--- config.mk ---
export PLATFORM = sky130hd
export DESIGN_NAME = alloc_top
export DESIGN_NICKNAME = d
export VERILOG_FILES = /design/src/source/alloc_types_pkg.sv /design/src/source/alloc_ops_pkg.sv /design/src/source/cmd_front.sv /design/src/source/alloc_core.sv /design/src/source/rsp_stage.sv /design/src/source/alloc_top.sv
export VERILOG_INCLUDE_DIRS = /design/src /design/src/source
export SDC_FILE = /design/constraint.sdc
export NUM_CORES = 1
export LEC_CHECK = 0
export BUFFER_PORTS_ARGS = -buffer_cell sky130_fd_sc_hd__buf_2
export CAP_MARGIN = 40
export CORE_MARGIN = 2
export CORE_UTILIZATION = 60
export DETAILED_ROUTE_END_ITERATION = 10
export PLACE_DENSITY = 0.78
export SYNTH_ARGS = -nofsm -noshare
export SYNTH_HDL_FRONTEND = slang
export SYNTH_SLANG_ARGS = --single-unit
--- constraint.sdc ---
create_clock -name clk -period 7.3 [get_ports clk]
set_clock_uncertainty 0.1 [all_clocks]
set_input_delay 0.365 -clock clk [delete_from_list [all_inputs] [get_ports clk]]
set_output_delay 0.365 -clock clk [all_outputs]
set_load 0.005 [all_outputs]
--- src/source/alloc_cfg.svh ---
`ifndef ALLOC_CFG_SVH
`define ALLOC_CFG_SVH

// index width of the cell pool, 2**n cells of one word each
// 4 gives 16 cells, must stay below 8 so the pad field is not empty
`define ALLOC_ADDR_SZ 4

// tag byte in the upper half of every valid address
// first cell lands on 16'h5000
`define ALLOC_BASE 8'h50

// returned for a failed alloc and for data that is not a read
// also the value a freshly allocated cell is cleared to
`define ALLOC_UNDEF 16'h0000

`endif

--- src/source/alloc_types_pkg.sv ---
`include "alloc_cfg.svh"

package alloc_types_pkg;

  // bits between the tag byte and the index
  localparam int PAD_SZ = 8 - `ALLOC_ADDR_SZ;

  typedef logic [`ALLOC_ADDR_SZ-1:0] cell_idx_t;  // one cell of the pool

  typedef logic [15:0] word_t;  // payload held by a cell

  // field view of an address word
  typedef struct packed {
    logic [7:0]        tag;  // must be ALLOC_BASE
    logic [PAD_SZ-1:0] pad;  // nonzero means index past the pool
    cell_idx_t         idx;
  } addr_fields_t;

  // same 16 bits seen two ways
  // raw on ports and compares, f when the core decodes
  typedef union packed {
    word_t        raw;
    addr_fields_t f;
  } addr_u;

endpackage

--- src/source/alloc_ops_pkg.sv ---
package alloc_ops_pkg;

  import alloc_types_pkg::*;

  // one opcode per request kind
  typedef enum logic [1:0] {
    OP_ALLOC = 2'b00,  // grab lowest free cell
    OP_FREE  = 2'b01,  // give a cell back
    OP_WRITE = 2'b10,  // store into allocated cell
    OP_READ  = 2'b11   // load from allocated cell
  } op_e;

  // host command, 34 bits
  typedef struct packed {
    op_e   op;
    addr_u addr;  // ignored for alloc
    word_t data;  // only used by write
  } alloc_cmd_t;

  // result of one command, 35 bits
  typedef struct packed {
    op_e   op;    // echoed opcode
    addr_u addr;  // new cell on alloc, echo otherwise
    word_t data;  // read word, else undef
    logic  err;   // any fault
  } alloc_rsp_t;

endpackage

--- src/source/cmd_front.sv ---
module cmd_front
  import alloc_ops_pkg::*;
(
  input  logic       clk,
  input  logic       i_arst_n,
  input  logic       i_req,      // four-phase request from host
  input  alloc_cmd_t i_cmd,      // held while i_req is high
  input  logic       i_busy,     // response side still closing a cycle
  output logic       o_cmd_vld,  // one cycle per accepted request
  output alloc_cmd_t o_cmd
);

  logic taken;    // current request already passed on
  logic new_req;

  // fresh request, pipeline free, not seen before
  assign new_req = i_req && !i_busy && !taken;

  // control state
  always_ff @(posedge clk or negedge i_arst_n) begin
    if (!i_arst_n) begin
      o_cmd_vld <= 1'b0;
      taken     <= 1'b0;
    end else begin
      o_cmd_vld <= new_req;  // single pulse
      if (new_req)
        taken <= 1'b1;
      else if (!i_req)
        taken <= 1'b0;       // host let go, ready for next
    end
  end

  // command payload, only loaded on capture
  always_ff @(posedge clk) begin
    if (new_req)
      o_cmd <= i_cmd;
  end

  // host must not touch the command until it drops req
  // otherwise o_rsp no longer matches what it sent
  a_cmd_stable : assert property (
    @(posedge clk) disable iff (!i_arst_n)
    (i_req && taken) |-> $stable(i_cmd)
  ) else $error("i_cmd changed while request held");

endmodule

--- src/source/alloc_core.sv ---
`include "alloc_cfg.svh"

module alloc_core
  import alloc_types_pkg::*, alloc_ops_pkg::*;
(
  input  logic       clk,
  input  logic       i_arst_n,
  input  logic       i_cmd_vld,  // one command this cycle
  input  alloc_cmd_t i_cmd,
  output logic       o_rsp_vld,  // follows i_cmd_vld by one cycle
  output alloc_rsp_t o_rsp
);

  localparam int CELLS = 1 << `ALLOC_ADDR_SZ;

  logic [CELLS-1:0] used;         // one bit per cell, set = allocated
  word_t            mem [CELLS];  // cell contents

  cell_idx_t  free_idx;    // lowest clear bit of used
  logic       free_hit;    // at least one free cell
  addr_u      cmd_addr;    // decode view of the incoming address
  addr_u      alloc_addr;  // address handed out by alloc
  logic       addr_ok;     // tag, pad and used bit all fine
  logic       fault;
  alloc_rsp_t rsp_nxt;

  // lowest free cell, scan from the top so index 0 wins
  always_comb begin
    free_idx = '0;
    free_hit = 1'b0;
    for (int i = CELLS - 1; i >= 0; i--) begin
      if (!used[i]) begin
        free_hit = 1'b1;
        free_idx = cell_idx_t'(i);
      end
    end
  end

  assign cmd_addr = i_cmd.addr;

  // free/write/read all need a live cell of this pool
  assign addr_ok = (cmd_addr.f.tag == `ALLOC_BASE)
                && (cmd_addr.f.pad == '0)       // index inside the pool
                && used[cmd_addr.f.idx];

  always_comb begin
    alloc_addr.raw   = '0;           // pad stays zero
    alloc_addr.f.tag = `ALLOC_BASE;
    alloc_addr.f.idx = free_idx;
  end

  always_comb begin
    case (i_cmd.op)
      OP_ALLOC: fault = !free_hit;   // pool full
      default:  fault = !addr_ok;
    endcase
  end

  // response word for this command
  always_comb begin
    rsp_nxt.op   = i_cmd.op;
    rsp_nxt.addr = i_cmd.addr;       // echo by default
    rsp_nxt.data = `ALLOC_UNDEF;
    rsp_nxt.err  = fault;
    case (i_cmd.op)
      OP_ALLOC: rsp_nxt.addr.raw = free_hit ? alloc_addr.raw : `ALLOC_UNDEF;
      OP_READ: begin
        if (!fault)
          rsp_nxt.data = mem[cmd_addr.f.idx];
      end
      default: ;
    endcase
  end

  // bitmap and handshake, faults leave the bitmap alone
  always_ff @(posedge clk or negedge i_arst_n) begin
    if (!i_arst_n) begin
      used      <= '0;               // everything free
      o_rsp_vld <= 1'b0;
    end else begin
      o_rsp_vld <= i_cmd_vld;
      if (i_cmd_vld && !fault) begin
        case (i_cmd.op)
          OP_ALLOC: used[free_idx]       <= 1'b1;
          OP_FREE:  used[cmd_addr.f.idx] <= 1'b0;
          default: ;                     // write/read keep the map
        endcase
      end
    end
  end

  // cell storage
  always_ff @(posedge clk) begin
    if (i_cmd_vld && !fault) begin
      if (i_cmd.op == OP_ALLOC)
        mem[free_idx] <= `ALLOC_UNDEF;     // fresh cell reads back undef
      else if (i_cmd.op == OP_WRITE)
        mem[cmd_addr.f.idx] <= i_cmd.data;
    end
  end

  // registered result
  always_ff @(posedge clk) begin
    if (i_cmd_vld)
      o_rsp <= rsp_nxt;
  end

  // a good alloc adds exactly one cell to the map
  // a bit already set would leave the count flat
  a_alloc_new_bit : assert property (
    @(posedge clk) disable iff (!i_arst_n)
    (i_cmd_vld && i_cmd.op == OP_ALLOC && free_hit)
      |=> ($countones(used) == $past($countones(used)) + 1)
  ) else $error("alloc reused an allocated cell");

  // only one command in flight
  // a new command never lands on a response cycle
  a_one_in_flight : assert property (
    @(posedge clk) disable iff (!i_arst_n)
    o_rsp_vld |-> !i_cmd_vld
  ) else $error("command overlaps a pending response");

endmodule

--- src/source/rsp_stage.sv ---
module rsp_stage
  import alloc_ops_pkg::*;
(
  input  logic       clk,
  input  logic       i_arst_n,
  input  logic       i_rsp_vld,  // result pulse from the core
  input  alloc_rsp_t i_rsp,
  input  logic       i_req,      // host request level
  output logic       o_busy,     // holds off new captures
  output logic       o_ack,
  output alloc_rsp_t o_rsp,      // valid while o_ack is high
  output logic       o_err,      // sticky until reset
  output logic       o_led_r,
  output logic       o_led_g,
  output logic       o_led_b
);

  // busy from the pulse itself until ack drops
  assign o_busy = i_rsp_vld || o_ack;

  always_ff @(posedge clk or negedge i_arst_n) begin
    if (!i_arst_n) begin
      o_ack   <= 1'b0;
      o_err   <= 1'b0;
      o_led_g <= 1'b0;
      o_led_b <= 1'b0;
    end else begin
      if (i_rsp_vld) begin
        o_ack   <= 1'b1;
        o_led_b <= (i_rsp.op == OP_FREE) && !i_rsp.err;  // clean free only
        if (i_rsp.err)
          o_err <= 1'b1;
        if (i_rsp.op == OP_ALLOC)
          o_led_g <= |i_rsp.addr.raw[7:0];               // low byte nonzero
      end else if (!i_req) begin
        o_ack   <= 1'b0;             // phase 4, host released
        o_led_b <= 1'b0;             // blue lasts one ack span
      end
    end
  end

  // held for the host until the next result
  always_ff @(posedge clk) begin
    if (i_rsp_vld)
      o_rsp <= i_rsp;
  end

  assign o_led_r = o_err;  // red mirrors sticky error

  // ack only answers a live request
  a_ack_needs_req : assert property (
    @(posedge clk) disable iff (!i_arst_n)
    $rose(o_ack) |-> i_req
  ) else $error("ack raised with no request");

endmodule

--- src/source/alloc_top.sv ---
module alloc_top
  import alloc_ops_pkg::*;
(
  input  logic       clk,
  input  logic       i_arst_n,
  input  logic       i_req,    // four-phase request
  input  alloc_cmd_t i_cmd,
  output logic       o_ack,
  output alloc_rsp_t o_rsp,
  output logic       o_err,    // sticky error
  output logic       o_led_r,
  output logic       o_led_g,
  output logic       o_led_b
);

  logic       cmd_vld;
  alloc_cmd_t cmd;
  logic       rsp_vld;
  alloc_rsp_t rsp;
  logic       rsp_busy;  // back from stage 3 to stage 1

  // stage 1, request capture
  cmd_front u_front (
    .clk       (clk),
    .i_arst_n  (i_arst_n),
    .i_req     (i_req),
    .i_cmd     (i_cmd),
    .i_busy    (rsp_busy),
    .o_cmd_vld (cmd_vld),
    .o_cmd     (cmd)
  );

  // stage 2, bitmap and cells
  alloc_core u_core (
    .clk       (clk),
    .i_arst_n  (i_arst_n),
    .i_cmd_vld (cmd_vld),
    .i_cmd     (cmd),
    .o_rsp_vld (rsp_vld),
    .o_rsp     (rsp)
  );

  // stage 3, ack and indicators
  rsp_stage u_rsp (
    .clk       (clk),
    .i_arst_n  (i_arst_n),
    .i_rsp_vld (rsp_vld),
    .i_rsp     (rsp),
    .i_req     (i_req),
    .o_busy    (rsp_busy),
    .o_ack     (o_ack),
    .o_rsp     (o_rsp),
    .o_err     (o_err),
    .o_led_r   (o_led_r),
    .o_led_g   (o_led_g),
    .o_led_b   (o_led_b)
  );

endmodule

# Yosys cells after proc, flatten, opt, wreduce, memory -nomap -nowiden
# Memory sizes are Yosys's and may differ from the RTL's. A register that Yosys moved wholly into a read port is not among the register bits.
# Cells that the tools add are included.
# W data, S select, Z words.
dict set report totals {
  memories 1
  output_inout_bits 40
  input_bits 37
  wordCells 115
  ff_bits 111
  mem_bits_rw 256
}
dict set report op_classes {
  eq_ne 7
  bitwise_logic 4
  muxes 56
  order_cmp 4
  n_reduce_logical 25
}
# name words width rd rd_ports_with_merged_regs write_ports line_no
set mem_list {}
lappend mem_list {u_core.mem 16 16 1 1 1 alloc_core.sv:17} ;# word_t mem [CELLS];
# cell n
set ops {}
lappend ops {{$mux W4} 17}
lappend ops {{$mux W1} 32}
lappend ops {{$mux W16} 2}
lappend ops {{$pmux W16 S2} 1}
lappend ops {{$and A16 B16 Y16} 1}
lappend ops {{$not A16 Y16} 1}
lappend ops {{$or A16 B16 Y16} 1}
lappend ops {{$reduce_or A16 Y1} 1}
lappend ops {{$mux W15} 1}
lappend ops {{$lt A4 B5 Y1 const B} 2}
lappend ops {{$demux W1 S4} 2}
lappend ops {{$eq A8 B7 Y1 const B} 1}
lappend ops {{$ge A4 B1 Y1 const B} 2}
lappend ops {{$logic_and A1 B1 Y1} 8}
lappend ops {{$reduce_or A8 Y1} 1}
lappend ops {{$logic_not A1 Y1} 6}
lappend ops {{$reduce_and A2 Y1} 3}
lappend ops {{$bmux W1 S4} 1}
lappend ops {{$eq A2 B1 Y1 const B} 2}
lappend ops {{$eq A2 B2 Y1 const B} 2}
lappend ops {{$logic_not A2 Y1} 2}
lappend ops {{$logic_not A4 Y1} 1}
lappend ops {{$ne A2 B1 Y1 const B} 2}
lappend ops {{$reduce_bool A2 Y1} 1}
lappend ops {{other kinds (3)} 3}

# Longest topological paths before layout
# Gate-level depths: netlist of the first run.
dict set report logic_depth {
  word_depth 24
  mapped_depth 8
}

# Modules after synthesis
# A second synthesis of the first run with hierarchy kept.
dict set report hier_totals {
  hier_cells 731
  area_unflattened_um2 14765.4
}
# module area_per_inst_um2 instances seq_area_each_um2 cells_per_inst
set modules_own_cells {}
lappend modules_own_cells {alloc_core 12438.2 1 9163.8 641}
lappend modules_own_cells {rsp_stage 1237.4 1 1151.1 51}
lappend modules_own_cells {cmd_front 1089.8 1 1071.0 39}

# Least setup slack after synthesis of the first run
# No wires, ideal clock.
dict set report synth_timing {
  path_kind {reg-to-reg}
  startpoint {register u_core.o_rsp_vld}
  endpoint {register u_front.o_cmd[0] in the netlist's numbering (enable)}
  stages_incl_launch_ff 2
  setup_slack_ps 2057
  arrival_ps 4617
  n_path_buf 0
  setup_ps 525
  cell_sequence {dfrtp_1 -> nor4b_1}
}
dict set report synth_via {
  elab_chain_cells 4
}
# element line_no
set synth_lines {}
lappend synth_lines {{start: declaration} alloc_core.sv:10} ;# output logic o_rsp_vld,
lappend synth_lines {{start signal: assignment} alloc_core.sv:81} ;# o_rsp_vld <= i_cmd_vld;
lappend synth_lines {{$logic_or A1 B1 Y1} rsp_stage.sv:19} ;# assign o_busy = i_rsp_vld || o_ack;
lappend synth_lines {{$logic_not A1 Y1} cmd_front.sv:17} ;# assign new_req = i_req && !i_busy && !taken;
lappend synth_lines {{$logic_and A1 B1 Y1 (2 in series)} cmd_front.sv:17}
lappend synth_lines {{net u_front.new_req} cmd_front.sv:14} ;# logic new_req;
lappend synth_lines {{end signal: assignment} cmd_front.sv:36} ;# o_cmd <= i_cmd;
lappend synth_lines {{end: declaration} cmd_front.sv:10} ;# output alloc_cmd_t o_cmd
# The timed path passes the listed nets, and every way through them passes these cells.
# A chain may end at the register's enable or synchronous reset.

# Worst setup path in the final report of the first run
dict set report layout_timing {
  startpoint {register u_front.o_cmd[25] in the netlist's numbering}
  endpoint {memory u_core.mem[12][9] in the netlist's numbering (enable)}
}
dict set report layout_via {
  elab_chain_cells 11
}
# element line_no
set layout_lines {}
lappend layout_lines {{$eq A8 B7 Y1 (no source line) (*)} n/a}
lappend layout_lines {{$logic_and A1 B1 Y1 (*) (2 in series)} alloc_core.sv:42} ;# assign addr_ok = (cmd_addr.f.tag == `ALLOC_BASE)
lappend layout_lines {{$logic_not A1 Y1 (*)} alloc_core.sv:55} ;# default: fault = !addr_ok;
lappend layout_lines {{$mux W1 (*)} alloc_core.sv:53} ;# case (i_cmd.op)
lappend layout_lines {{$logic_not A1 Y1 (*)} n/a}
lappend layout_lines {{$logic_and A1 B1 Y1 (*)} alloc_core.sv:94} ;# if (i_cmd_vld && !fault) begin
lappend layout_lines {{$mux W1} alloc_core.sv:94}
lappend layout_lines {{$mux W1 (implied by the code)} alloc_core.sv:98} ;# mem[cmd_addr.f.idx] <= i_cmd.data;
lappend layout_lines {{$reduce_or A16 Y1 (no source line)} n/a}
lappend layout_lines {{$mux W4 (no source line) or $mux W1 (tied branches)} n/a}
lappend layout_lines {{end: declaration} alloc_core.sv:17}
# Mark *: on every way between the ends. The rest lies on a longest branch, timed or not.

==> summary.md, run 1 <==
| Metric | Value |
|---|---|
| Peak VDD IR | `0.235 mV` |
| H-tree levels | `2` |
| Die width | `about 160 um` |
| Clk sinks | `383` |
| Syn-to-layout area delta | `17.6%` |
| Gr ovfl total | `0` |
| DR vias | `slightly below 8,000` |
| Crit path max-delay family | `simple AND/OR/NAND/NOR gates` |
| CTS-repair resized insts | `0` |
| Height of the die | `about 160 um` |
| CP endpoint kind | `register` |
| IO buf count | `76` |
| Post-Route WL | `31.6 mm` |
| Syn nets | `760` |
| Design area | `about 17,000 um^2` |
| Worst-Skew Late Latency | `about 0.52 ns` |
| WL/cell | `25.6 um` |
| Syn Inst Count | `723` |
| Total placed cells including tap cells | `between 1,000 and 1,500` |
| Post-synth EDFFs | `360` |
| WP depth | `8` |
| Layout cells sized above 1 | `29.2%` |
| Initial antenna violation count | `0` |
| Critical Setup Path Class | `register to register` |
| Power Density | `286 nW/um^2` |
| Worst path bufs/invs | `2` |
| Combinational share of power | `between 8 and 9%` |
| Required time worst endpoint | `about 7.4 ns` |
| Row cnt | `57` |
| CTS root buffer | `clkbuf_16` |
| Fin. Hold Viols | `0` |
| Unrepaired setup endpoints after global routing | `no` |
| Via-per-instance ratio | `approximately 6.3` |
| Sw power | `1.08 mW` |
| Dpl ws | `between 3 and 4 ns` |
| Reg2Reg Depth | `8` |
| Post-Layout Cell Count | `around 1,200` |
| Top FF cell, synth | `edfxtp_1` |
| Ys async rst share | `6.01%` |
| Worst r2r src | `u_front.o_cmd[25]` |
| ANT nets after route | `0` |
| Placed inst area | `15,700 um^2` |
| CP max stage delay | `0.52 ns` |
| Min cycle time layout | `roughly 3.4 ns` |
| Pleak | `5.24 nW` |
| Final setup vio count | `0` |
| Avg Synthesized Cell Area | `20.4 um^2` |
| Worst r2r dst | `u_core.mem[12][9]` |
| Syn Std Cell Area | `around 15,000 um^2` |
| CP max FO | `8` |
| Vias in the first global route | `roughly 7,900` |
| Final core occ | `71.5%` |
| Seq pwr share | `~51%` |
| Largest net degree at the start of global routing | `50` |
| Initial Util | `roughly three fifths` |
| Unique masters post-synth | `54` |
| TritonCTS clock tree | `built` |
| Maximum clock rate | `a little under 300 MHz` |
| Yosys warnings | `0` |
| Switching share of power | `between 20% and 30%` |
| RePlAce Congestion | `around 0.87` |
| First-iteration detailed-routing DRC count | `around 860` |
| GRT Util Overall | `between 20% and 30%` |
| Element type at the critical path start | `register` |
| Max-cap viol count | `0` |
| P_int | `between 3 and 4 mW` |
| Fin nets | `a little over 900` |
| Worst Slack Setup Final | `between 3 and 4 ns` |
| Critical Path, Cell by Cell | `nor4_1 -> nand4b_1 -> or3b_4 -> nor4_1 -> a31oi_1 -> nor2_1 -> buf_6 -> buf_4` |
| Clock Tree Buf Depth | `3` |
| Clk pin slew, worst setup/hold paths | `around 0.060 ns` |
| Die ar. | `around 26,000 um^2` |
| Clock share of power | `about two fifths` |
| Crit share post-route | `46.7%` |
| DRC Markers | `0` |
| Crit path top cell by count | `nor4_1` |
| Setup TNS | `0 ns` |
| Max Slew Vio Count | `0` |
| Post-DP HPWL | `19.3 mm` |
| Hold Crit Class | `primary input to asynchronous set/reset pin` |
| Setup bufs post-CTS | `0` |
| Relative slew slack | `roughly 50%` |
| Core area | `between 20,000 and 25,000 um^2` |
| R2R Setup Slk | `between 3 and 4 ns` |
| Crit path capture | `u_core.mem[12][9]` |
| CP arrival | `approximately 3.5 ns` |
| Yosys reg bits | `approximately 380` |
| Diode count | `0` |
| Register area share after synthesis | `between 70% and 80%` |
| IO Count | `77` |
| CP Launch Point | `u_front.o_cmd[25]` |
| Pre-Repair DR Iteration Count | `6` |
| CTS Buf Count | `38` |
| Hold_buf cts | `36` |
| Worst slew pin tran | `between 0.7 and 0.8 ns` |
| Status | `finished, final reports clean` |
| First-pass GRT wire length | `about 48 mm` |
| Slowest cell on crit path | `nor2_1` |
-- cells in the final DEF, fill, tap and decap left out, types with 3 or more instances in the layout --
cell type / n
clkinv_1: 9
edfxtp_1: 360
clkinv_2: 7
o31a_1: 3
nand3_1: 12
buf_2: 76
dlygate4sd3_1: 36
or3_1: 4
nand2_1: 22
nor2_1: 22
o21ai_0: 24
a31oi_1: 4
clkbuf_16: 39
a21oi_1: 13
clkbuf_1: 3
buf_4: 31
mux4_2: 82
a21oi_2: 3
o21ai_1: 4
inv_1: 5
bufinv_16: 7
nor4_1: 4
and2_1: 26
a21o_1: 4
nand4_1: 6
nand2b_1: 5
mux2i_1: 5
nor2b_1: 21
dfrtp_1: 22
o31ai_1: 8
-- cell type report --
cell class              instances  area, um^2
repair buffers                148        1060
flip-flops and latches        383       11400
fillers                      1423        6900
well taps                     324         405
clock inverters                26         303
inverters                       5        18.8
clock buffers                  42         987
multi-input cells             303        3180
-- synthesized netlist by cell type (2+ instances only) --
cell | instances | area, um^2
inv_1 | 5 | 18.8
a21o_1 | 4 | 30.0
nor2_1 | 22 | 82.6
nand2_1 | 22 | 82.6
o221ai_1 | 2 | 17.5
o21ai_0 | 24 | 120
buf_2 | 14 | 70.1
nand2b_1 | 5 | 31.3
nor2b_1 | 21 | 131
mux4_2 | 82 | 1850
o21ai_1 | 4 | 20.0
edfxtp_1 | 360 | 10800
nor4_1 | 4 | 25.0
or3_1 | 4 | 25.0
buf_6 | 3 | 33.8
dfrtp_1 | 23 | 576
nor3_1 | 2 | 10.0
o31a_1 | 3 | 26.3
a21oi_2 | 3 | 26.3
or2_2 | 2 | 12.5
and2_1 | 26 | 163
clkbuf_1 | 10 | 37.5
a31oi_1 | 4 | 25.0
nand4_1 | 6 | 37.5
nand3_1 | 12 | 60.1
a21oi_1 | 13 | 65.1
mux2i_1 | 5 | 50.1
buf_1 | 4 | 15.0
o31ai_1 | 8 | 60.1
a31o_2 | 2 | 17.5
-- per-stage QoR --
stage / hold slack (ns) / power, mW
floorplan: -0.0306 / 2.84
global placement: 0.294 / 2.96
detailed placement: 0.300 / 2.99
CTS: 0.302 / 4.99
global route: 0.324 / 5.11
finish: 0.280 / 4.96
-- logic make-up after synthesis --
kind of cell | share of synthesized area, %
compound gates | 3.38
buf+inv | 1.24
flops | 77.2
mux | 12.9
simple gates | 5.30
-- flip-flops by register name, summed over array words and instances (netlist names) --
signal / flops
u_core.mem: 256
u_core.o_rsp: 35
u_rsp.o_rsp: 35
u_front.o_cmd: 34
u_core.used: 16
u_core.o_rsp_vld: 1
u_front.o_cmd_vld: 1
u_front.taken: 1
u_rsp.o_ack: 1
u_rsp.o_err: 1
u_rsp.o_led_b: 1
u_rsp.o_led_g: 1
-- power groups by stage --
stage                     logic [mW]  registers, mW  clock network (mW)
final                          0.409           2.55                2.01
after global routing           0.439           2.56                2.11
after CTS                      0.408           2.55                2.03
after detailed placement       0.391           2.59                   0
after global placement         0.360           2.60                   0
after floorplan                0.231           2.60                   0
-- worst register-to-register path: stages, from the launching register on --
cell	delay, ns
edfxtp_1	0.38
nor4_1	0.41
nand4b_1	0.27
or3b_4	0.47
nor4_1	0.43
a31oi_1	0.09
nor2_1	0.52
buf_6	0.23
buf_4	0.21
-- routing by layer --
| layer | wire length [um] | GRT usage (%) |
|---|---|---|
| met1 | 11800 | 32.5 |
| met2 | 16600 | 44.3 |
| met3 | 2280 | 4.18 |
| met4 | 814 | 7.71 |
| met5 | 0 | 0 |
-- worst min-delay path by stage --
stage / startpoint / end / slack (ns)
floorplan: i_arst_n / u_core.o_rsp_vld / -0.03
global placement: i_arst_n / u_rsp.o_led_g / 0.29
detailed placement: i_arst_n / u_rsp.o_led_g / 0.30
CTS: i_arst_n / u_rsp.o_led_b / 0.30
global route: u_core.o_rsp[32] / u_rsp.o_rsp[32] / 0.32
finish: i_arst_n / u_rsp.o_led_b / 0.28
Power figures use the tool's default switching activity.
==> run 2: changes to the inputs <==
==> constraint.sdc (replaced) <==
create_clock -name clk -period 3.2 [get_ports clk]
set_clock_uncertainty 0.1 [all_clocks]
set_input_delay 0.16 -clock clk [delete_from_list [all_inputs] [get_ports clk]]
set_output_delay 0.16 -clock clk [all_outputs]
set_load 0.005 [all_outputs]
==> summary.md, run 2 (same netlist as run 1, synthesis figures left out) <==
| Metric | Value |
|---|---|
| Status | `finished, final reports clean` |
| Die ar. | `25,800 um^2 (unchanged)` |
| Worst Slack Setup Final | `0.172 ns (-3.72 ns)` |
| Power Density | `628 nW/um^2 (+120%)` |
| Seq pwr share | `54.1% (+2.7 points)` |
| CTS Buf Count | `37 (-2.6%)` |
| Fin. Hold Viols | `0 (unchanged)` |
| IO buf count | `76 (unchanged)` |
| Most frequent cells in the layout | `edfxtp_1, mux4_2, buf_2, clkbuf_16, dlygate4sd3_1` |
| Fin nets | `914 (-0.22%)` |
| Required time worst endpoint | `3.30 ns (-4.12 ns)` |
| Top flop regs | `u_core.mem (256), u_core.o_rsp (35), u_rsp.o_rsp (35)` |
| Diode count | `0 (unchanged)` |
| Vias in the first global route | `7,718 (-2.5%)` |
| First-pass GRT wire length | `48.9 mm (+2.9%)` |
| GRT Util Overall | `26.1% (+1.0 points)` |
| CTS root buffer | `clkbuf_16` |
| Syn-to-layout area delta | `17.0%` |
| CP max FO | `16 (+8)` |
| Layout cells sized above 1 | `29.0% (-0.17 points)` |
| Critical Setup Path Class | `register to register` |
| Clk sinks | `383 (unchanged)` |
| Max-cap viol count | `0 (unchanged)` |
| Switching share of power | `22.9% (+1.1 points)` |
| Max Slew Vio Count | `0 (unchanged)` |
| Critical Path, Cell by Cell | `nor4_1 -> nand4b_1 -> or3b_4 -> a21oi_2 -> buf_4 -> a21oi_1 -> a21oi_1 -> buf_4` |
| Row cnt | `57 (unchanged)` |
| Fin Hold WS | `0.0985 ns (-0.182 ns)` |
| Setup bufs post-CTS | `0 (unchanged)` |
| Design area | `17,300 um^2 (-0.53%)` |
| IO Count | `77 (unchanged)` |
| Largest register FFs | `256 (unchanged)` |
| Crit share post-route | `94.6% (+48 points)` |
| P_int | `8.36 mW (+120%)` |
| Combinational share of power | `8.5% (+0.3 points)` |
| Height of the die | `161 um (unchanged)` |
| Setup TNS | `0 ns (unchanged)` |
| Element type at the critical path start | `register` |
| H-tree levels | `2 (unchanged)` |
| Pleak | `5.17 nW (-1.2%)` |
| CP max stage delay | `0.50 ns (-0.02 ns)` |
| Final setup vio count | `0 (unchanged)` |
| DRC Markers | `0 (unchanged)` |
| Via-per-instance ratio | `6.34 (+1.2%)` |
| Maximum clock rate | `330 MHz (+13%)` |
| TritonCTS clock tree | `built` |
| Reg2Reg Depth | `8 (unchanged)` |
| Clock Tree Buf Depth | `3 (unchanged)` |
| Relative slew slack | `40.5% (-10 points)` |
| Worst slew pin tran | `0.892 ns (+0.155 ns)` |
| Initial antenna violation count | `1 (+1)` |
| CP Launch Point | `u_front.o_cmd[24]` |
| Unrepaired setup endpoints after global routing | `no` |
| R2R Setup Slk | `0.17 ns (-3.72 ns)` |
| RePlAce Congestion | `0.932 (+7.3%)` |
| Post-Route WL | `32.8 mm (+4.0%)` |
| Commonest non-fill, non-tap cell in the layout | `edfxtp_1` |
| Hold Crit Class | `primary input to asynchronous set/reset pin` |
| Initial Util | `60.8% (unchanged)` |
| CP endpoint kind | `register` |
| Gr ovfl total | `0 (unchanged)` |
| Largest net degree at the start of global routing | `71 (+42%)` |
| Sw power | `2.48 mW (+130%)` |
| Pre-Repair DR Iteration Count | `5 (-1)` |
| WL/cell | `26.8 um (+4.5%)` |
| ANT nets after route | `0 (unchanged)` |
| Worst r2r src | `u_front.o_cmd[24]` |
| Clock share of power | `37.4% (-3.0 points)` |
| Fill count | `1,429 (+0.42%)` |
| Dpl ws | `0.234 ns (-3.67 ns)` |
| CP arrival | `3.13 ns (-0.39 ns)` |
| Die width | `161 um (unchanged)` |
| Placed inst area | `15,800 um^2 (+0.49%)` |
| Post-DP HPWL | `19.8 mm (+2.5%)` |
| Core area | `24,200 um^2 (unchanged)` |
| Peak VDD IR | `0.418 mV (+78%)` |
| First-iteration detailed-routing DRC count | `974 (+14%)` |
| Biggest register | `u_core.mem` |
| Clk pin slew, worst setup/hold paths | `0.06 ns (about the same)` |
| Slowest cell on crit path | `or3b_4` |
| Worst-Skew Late Latency | `0.52 ns (about the same)` |
| Crit path capture | `u_core.mem[6][14]` |
| DR vias | `7,769 (+0.78%)` |
| Min cycle time layout | `3.03 ns (-0.381 ns)` |
| Worst r2r dst | `u_core.mem[6][14]` |
run 2: changes by cell type in the layout (fill, tap and decap cells not counted), sizes merged:
cell / before / now
clkinv: 16 / 15
inv: 6 / 5
buf: 112 / 111
clkbuf: 42 / 46
bufinv: 7 / 1
run 2: timing repair:
action	in CTS	in global routing
gates resized for setup	0	0
setup endpoints to repair	0	0
hold buffers	36	0
endpoints found under the hold margin	60	0
run 2: final cells by class:
| class | count | area (um^2) | area share, % |
|---|---|---|---|
| Sequential cell | 383 | 11400 | 66.0 |
| Multi-Input combinational cell | 303 | 3190 | 18.5 |
| Timing Repair Buffer | 147 | 1130 | 6.54 |
| Clock buffer | 46 | 991 | 5.74 |
| Tap cell | 324 | 405 | 2.35 |
| Clock inverter | 18 | 130 | 0.754 |
| Inverter | 5 | 18.8 | 0.109 |
run 2: power groups by stage:
stage / sequential (mW) / clock [mW] / combinational (mW)
finish: 5.86 / 4.06 / 0.919
floorplan: 5.94 / 0 / 0.530
CTS: 5.86 / 4.09 / 0.914
global placement: 5.95 / 0 / 0.857
global route: 5.89 / 4.27 / 0.983
detailed placement: 5.96 / 0 / 0.866
run 2: metal layers:
metal  global-route usage, %  routed length (um)  part of all wire, %
met1                    38.6               13000                   40
met2                    41.0               16000                   49
met3                    6.22                3360                   10
met4                    5.56                 493                  1.5
met5                       0                   8                0.024
run 2: how the worst min path moves through the flow:
| stage | end | start | depth (start not counted) |
|---|---|---|---|
| final | u_rsp.o_led_g | i_arst_n | 2 |
| after global placement | u_rsp.o_led_g | i_arst_n | 1 |
| after floorplan | u_core.o_rsp_vld | i_arst_n | 0 |
| after detailed placement | u_rsp.o_led_g | i_arst_n | 1 |
| after global routing | u_rsp.o_led_b | i_arst_n | 2 |
| after CTS | u_core.used[3] | i_arst_n | 2 |
run 2: stage by stage:
stage / utilization [%] / cells / power (mW)
floorplan: - / 723 / 6.47
global placement: 65.0 / 1126 / 6.81
detailed placement: 65.0 / 1126 / 6.83
CTS: 71.2 / 1226 / 10.9
global route: 71.2 / 1226 / 11.1
finish: 71.2 / 1226 / 10.8
run 2: critical path: cells and delay by family, from the launching register on:
family	cells	cell delay, ns
AOI/OAI and AO/OA	3	0.51
buffers and inverters	2	0.51
DFF	1	0.39
and+or+nand+nor	3	1.18
==> run 3: changes to the inputs <==
--- a/config.mk
+++ b/config.mk
@@ -12,6 +12,7 @@
 export CORE_UTILIZATION = 60
 export DETAILED_ROUTE_END_ITERATION = 10
 export PLACE_DENSITY = 0.78
+export RECOVER_POWER = 50
 export SYNTH_ARGS = -nofsm -noshare
 export SYNTH_HDL_FRONTEND = slang
 export SYNTH_SLANG_ARGS = --single-unit
==> summary.md, run 3 (same netlist as run 1, synthesis figures left out) <==
| Metric | Value |
|---|---|
| R2R Setup Slk | `0.15 ns (-0.02 ns)` |
| DRC Markers | `0 (unchanged)` |
| Hold Crit Start | `i_cmd[8]` |
| Total power | `10.8 mW (-0.17%)` |
| WHS Endpoint | `u_front.o_cmd[8]` |
| Element type at the critical path start | `register` |
| Storage cell area | `11,400 um^2 (about the same)` |
| Required time worst endpoint | `3.27 ns (-0.03 ns)` |
| Peak VDD IR | `0.418 mV (about the same)` |
| IO buf count | `76 (unchanged)` |
| Fin. Hold Viols | `0 (unchanged)` |
| Post-Route WL | `32.8 mm (about the same)` |
| Row cnt | `57 (unchanged)` |
| Height of the die | `161 um (unchanged)` |
| Worst r2r dst | `u_core.mem[13][5]` |
| GRT Util Overall | `26.1% (unchanged)` |
| Die width | `161 um (unchanged)` |
| Top flop regs | `u_core.mem (256), u_core.o_rsp (35), u_rsp.o_rsp (35)` |
| Reg2Reg Depth | `7 (-1)` |
| Placed inst area | `15,800 um^2 (unchanged)` |
| First-pass GRT wire length | `48.9 mm (unchanged)` |
| Fin Hold WS | `0.250 ns (+0.151 ns)` |
| Gr ovfl total | `0 (unchanged)` |
| Design area | `17,200 um^2 (-0.54%)` |
| Biggest register | `u_core.mem` |
| Hold Crit Class | `primary input to register` |
| IO Count | `77 (unchanged)` |
| Pleak | `5.07 nW (-2.0%)` |
| CP max FO | `16 (unchanged)` |
| CTS-repair resized insts | `0 (unchanged)` |
| Syn-to-layout area delta | `16.4%` |
| WL/cell | `26.8 um (about the same)` |
| CTS root buffer | `clkbuf_16` |
| Initial antenna violation count | `1 (unchanged)` |
| ANT nets after route | `0 (unchanged)` |
| RePlAce Congestion | `0.932 (unchanged)` |
| Area of the multi-input gates | `3180 um^2 (-0.47%)` |
| Failing checks | `max-capacitance violations, max-slew violations` |
| CP endpoint kind | `register` |
| Vias in the first global route | `7,718 (unchanged)` |
| Max Slew Vio Count | `102 (+102)` |
| Max-cap viol count | `3 (+3)` |
| Status | `finished with violations` |
| Power Density | `631 nW/um^2 (+0.37%)` |
| Clk sinks | `383 (unchanged)` |
| Worst r2r src | `u_core.used[14]` |
| Worst Hold Depth | `2` |
| Fill count | `1,455 (+1.8%)` |
| Worst-Skew Late Latency | `0.52 ns (about the same)` |
| CTS Buf Count | `37 (unchanged)` |
| CP arrival | `3.11 ns (-0.02 ns)` |
| TritonCTS clock tree | `built` |
| H-tree levels | `2 (unchanged)` |
| Commonest non-fill, non-tap cell in the layout | `edfxtp_1` |
| Fin nets | `914 (unchanged)` |
| Crit share post-route | `95.2% (+0.55 points)` |
| Post-DP HPWL | `19.8 mm (unchanged)` |
| Maximum clock rate | `328 MHz (-0.58%)` |
| Min cycle time layout | `3.05 ns (+0.0177 ns)` |
| Layout cells sized above 1 | `25.2% (-3.9 points)` |
| Final setup vio count | `0 (unchanged)` |
| DR vias | `7,769 (unchanged)` |
| Core area | `24,200 um^2 (unchanged)` |
| Pre-Repair DR Iteration Count | `6 (+1)` |
| Setup TNS | `0 ns (unchanged)` |
| Clk pin slew, worst setup/hold paths | `0.06 ns (about the same)` |
| Clock Tree Buf Depth | `3 (unchanged)` |
| Diode count | `0 (unchanged)` |
| Largest register FFs | `256 (unchanged)` |
| Relative slew slack | `-39.2% (-80 points)` |
| Die ar. | `25,800 um^2 (unchanged)` |
| Critical Setup Path Class | `register to register` |
| Most frequent cells in the layout | `edfxtp_1, mux4_2, buf_2, clkbuf_16, clkbuf_1` |
| Worst slew pin tran | `2.09 ns (+1.20 ns)` |
| Initial Util | `60.8% (unchanged)` |
| Largest net degree at the start of global routing | `71 (unchanged)` |
| Via-per-instance ratio | `6.34 (unchanged)` |
| Unrepaired setup endpoints after global routing | `no` |
| First-iteration detailed-routing DRC count | `988 (+1.4%)` |
run 3: stage by stage:
step,utilization [%],worst slack (ns),instances
3_5_place_dp,65.0,0.234,1126
3_3_place_gp,65.0,0.226,1126
6_report,70.8,0.154,1226
4_1_cts,71.2,0.212,1226
2_1_floorplan,-,0.107,723
5_1_grt,70.8,0.0122,1226
run 3: area by class of cell:
| class | count | area share (%) |
|---|---|---|
| clock buffers | 46 | 5.77 |
| clock inverters | 18 | 0.758 |
| inverters | 5 | 0.109 |
| multi-input cells | 303 | 18.5 |
| flip-flops and latches | 383 | 66.3 |
| well taps | 324 | 2.36 |
| repair buffers | 147 | 6.14 |
run 3: critical path, stage by stage (launching register included):
cell      delay (ns)
dfrtp_1         0.42
nor2b_1         0.17
o221ai_1        0.14
a221oi_1        0.60
o221a_1         0.55
nand3_1         0.13
a21oi_1         0.16
buf_2           0.40
run 3: worst max path at each step:
stage,startpoint,endpoint,slack (ns),depth (start not counted)
floorplan,u_front.o_cmd[26],u_core.mem[14][0],0.11,6
global placement,u_front.o_cmd[25],u_core.mem[2][5],0.23,7
detailed placement,u_front.o_cmd[24],u_core.mem[14][10],0.23,7
CTS,u_front.o_cmd[24],u_core.mem[14][6],0.21,7
global route,u_front.o_cmd[24],u_core.mem[6][7],0.01,8
finish,u_core.used[14],u_core.mem[13][5],0.15,7
run 3: metal layers:
metal / wire length, um / GRT usage, % / up-vias
li1: - / - / 3267
met1: 13200 / 38.6 / 3989
met2: 15900 / 41.0 / 463
met3: 3200 / 6.22 / 48
met4: 519 / 5.56 / 2
met5: 8 / 0 / -
run 3: power by group:
group / switching, mW / total (mW) / internal, mW
logic: 0.551 / 0.896 / 0.345
clock network: 1.78 / 4.06 / 2.28
registers: 0.156 / 5.87 / 5.71
total: 2.48 / 10.8 / 8.34
run 3: repair_timing:
| item | CTS | global route |
|---|---|---|
| endpoints found under the hold margin | 60 | 0 |
| buffers inserted | 0 | 0 |
| hold buffers | 36 | 0 |
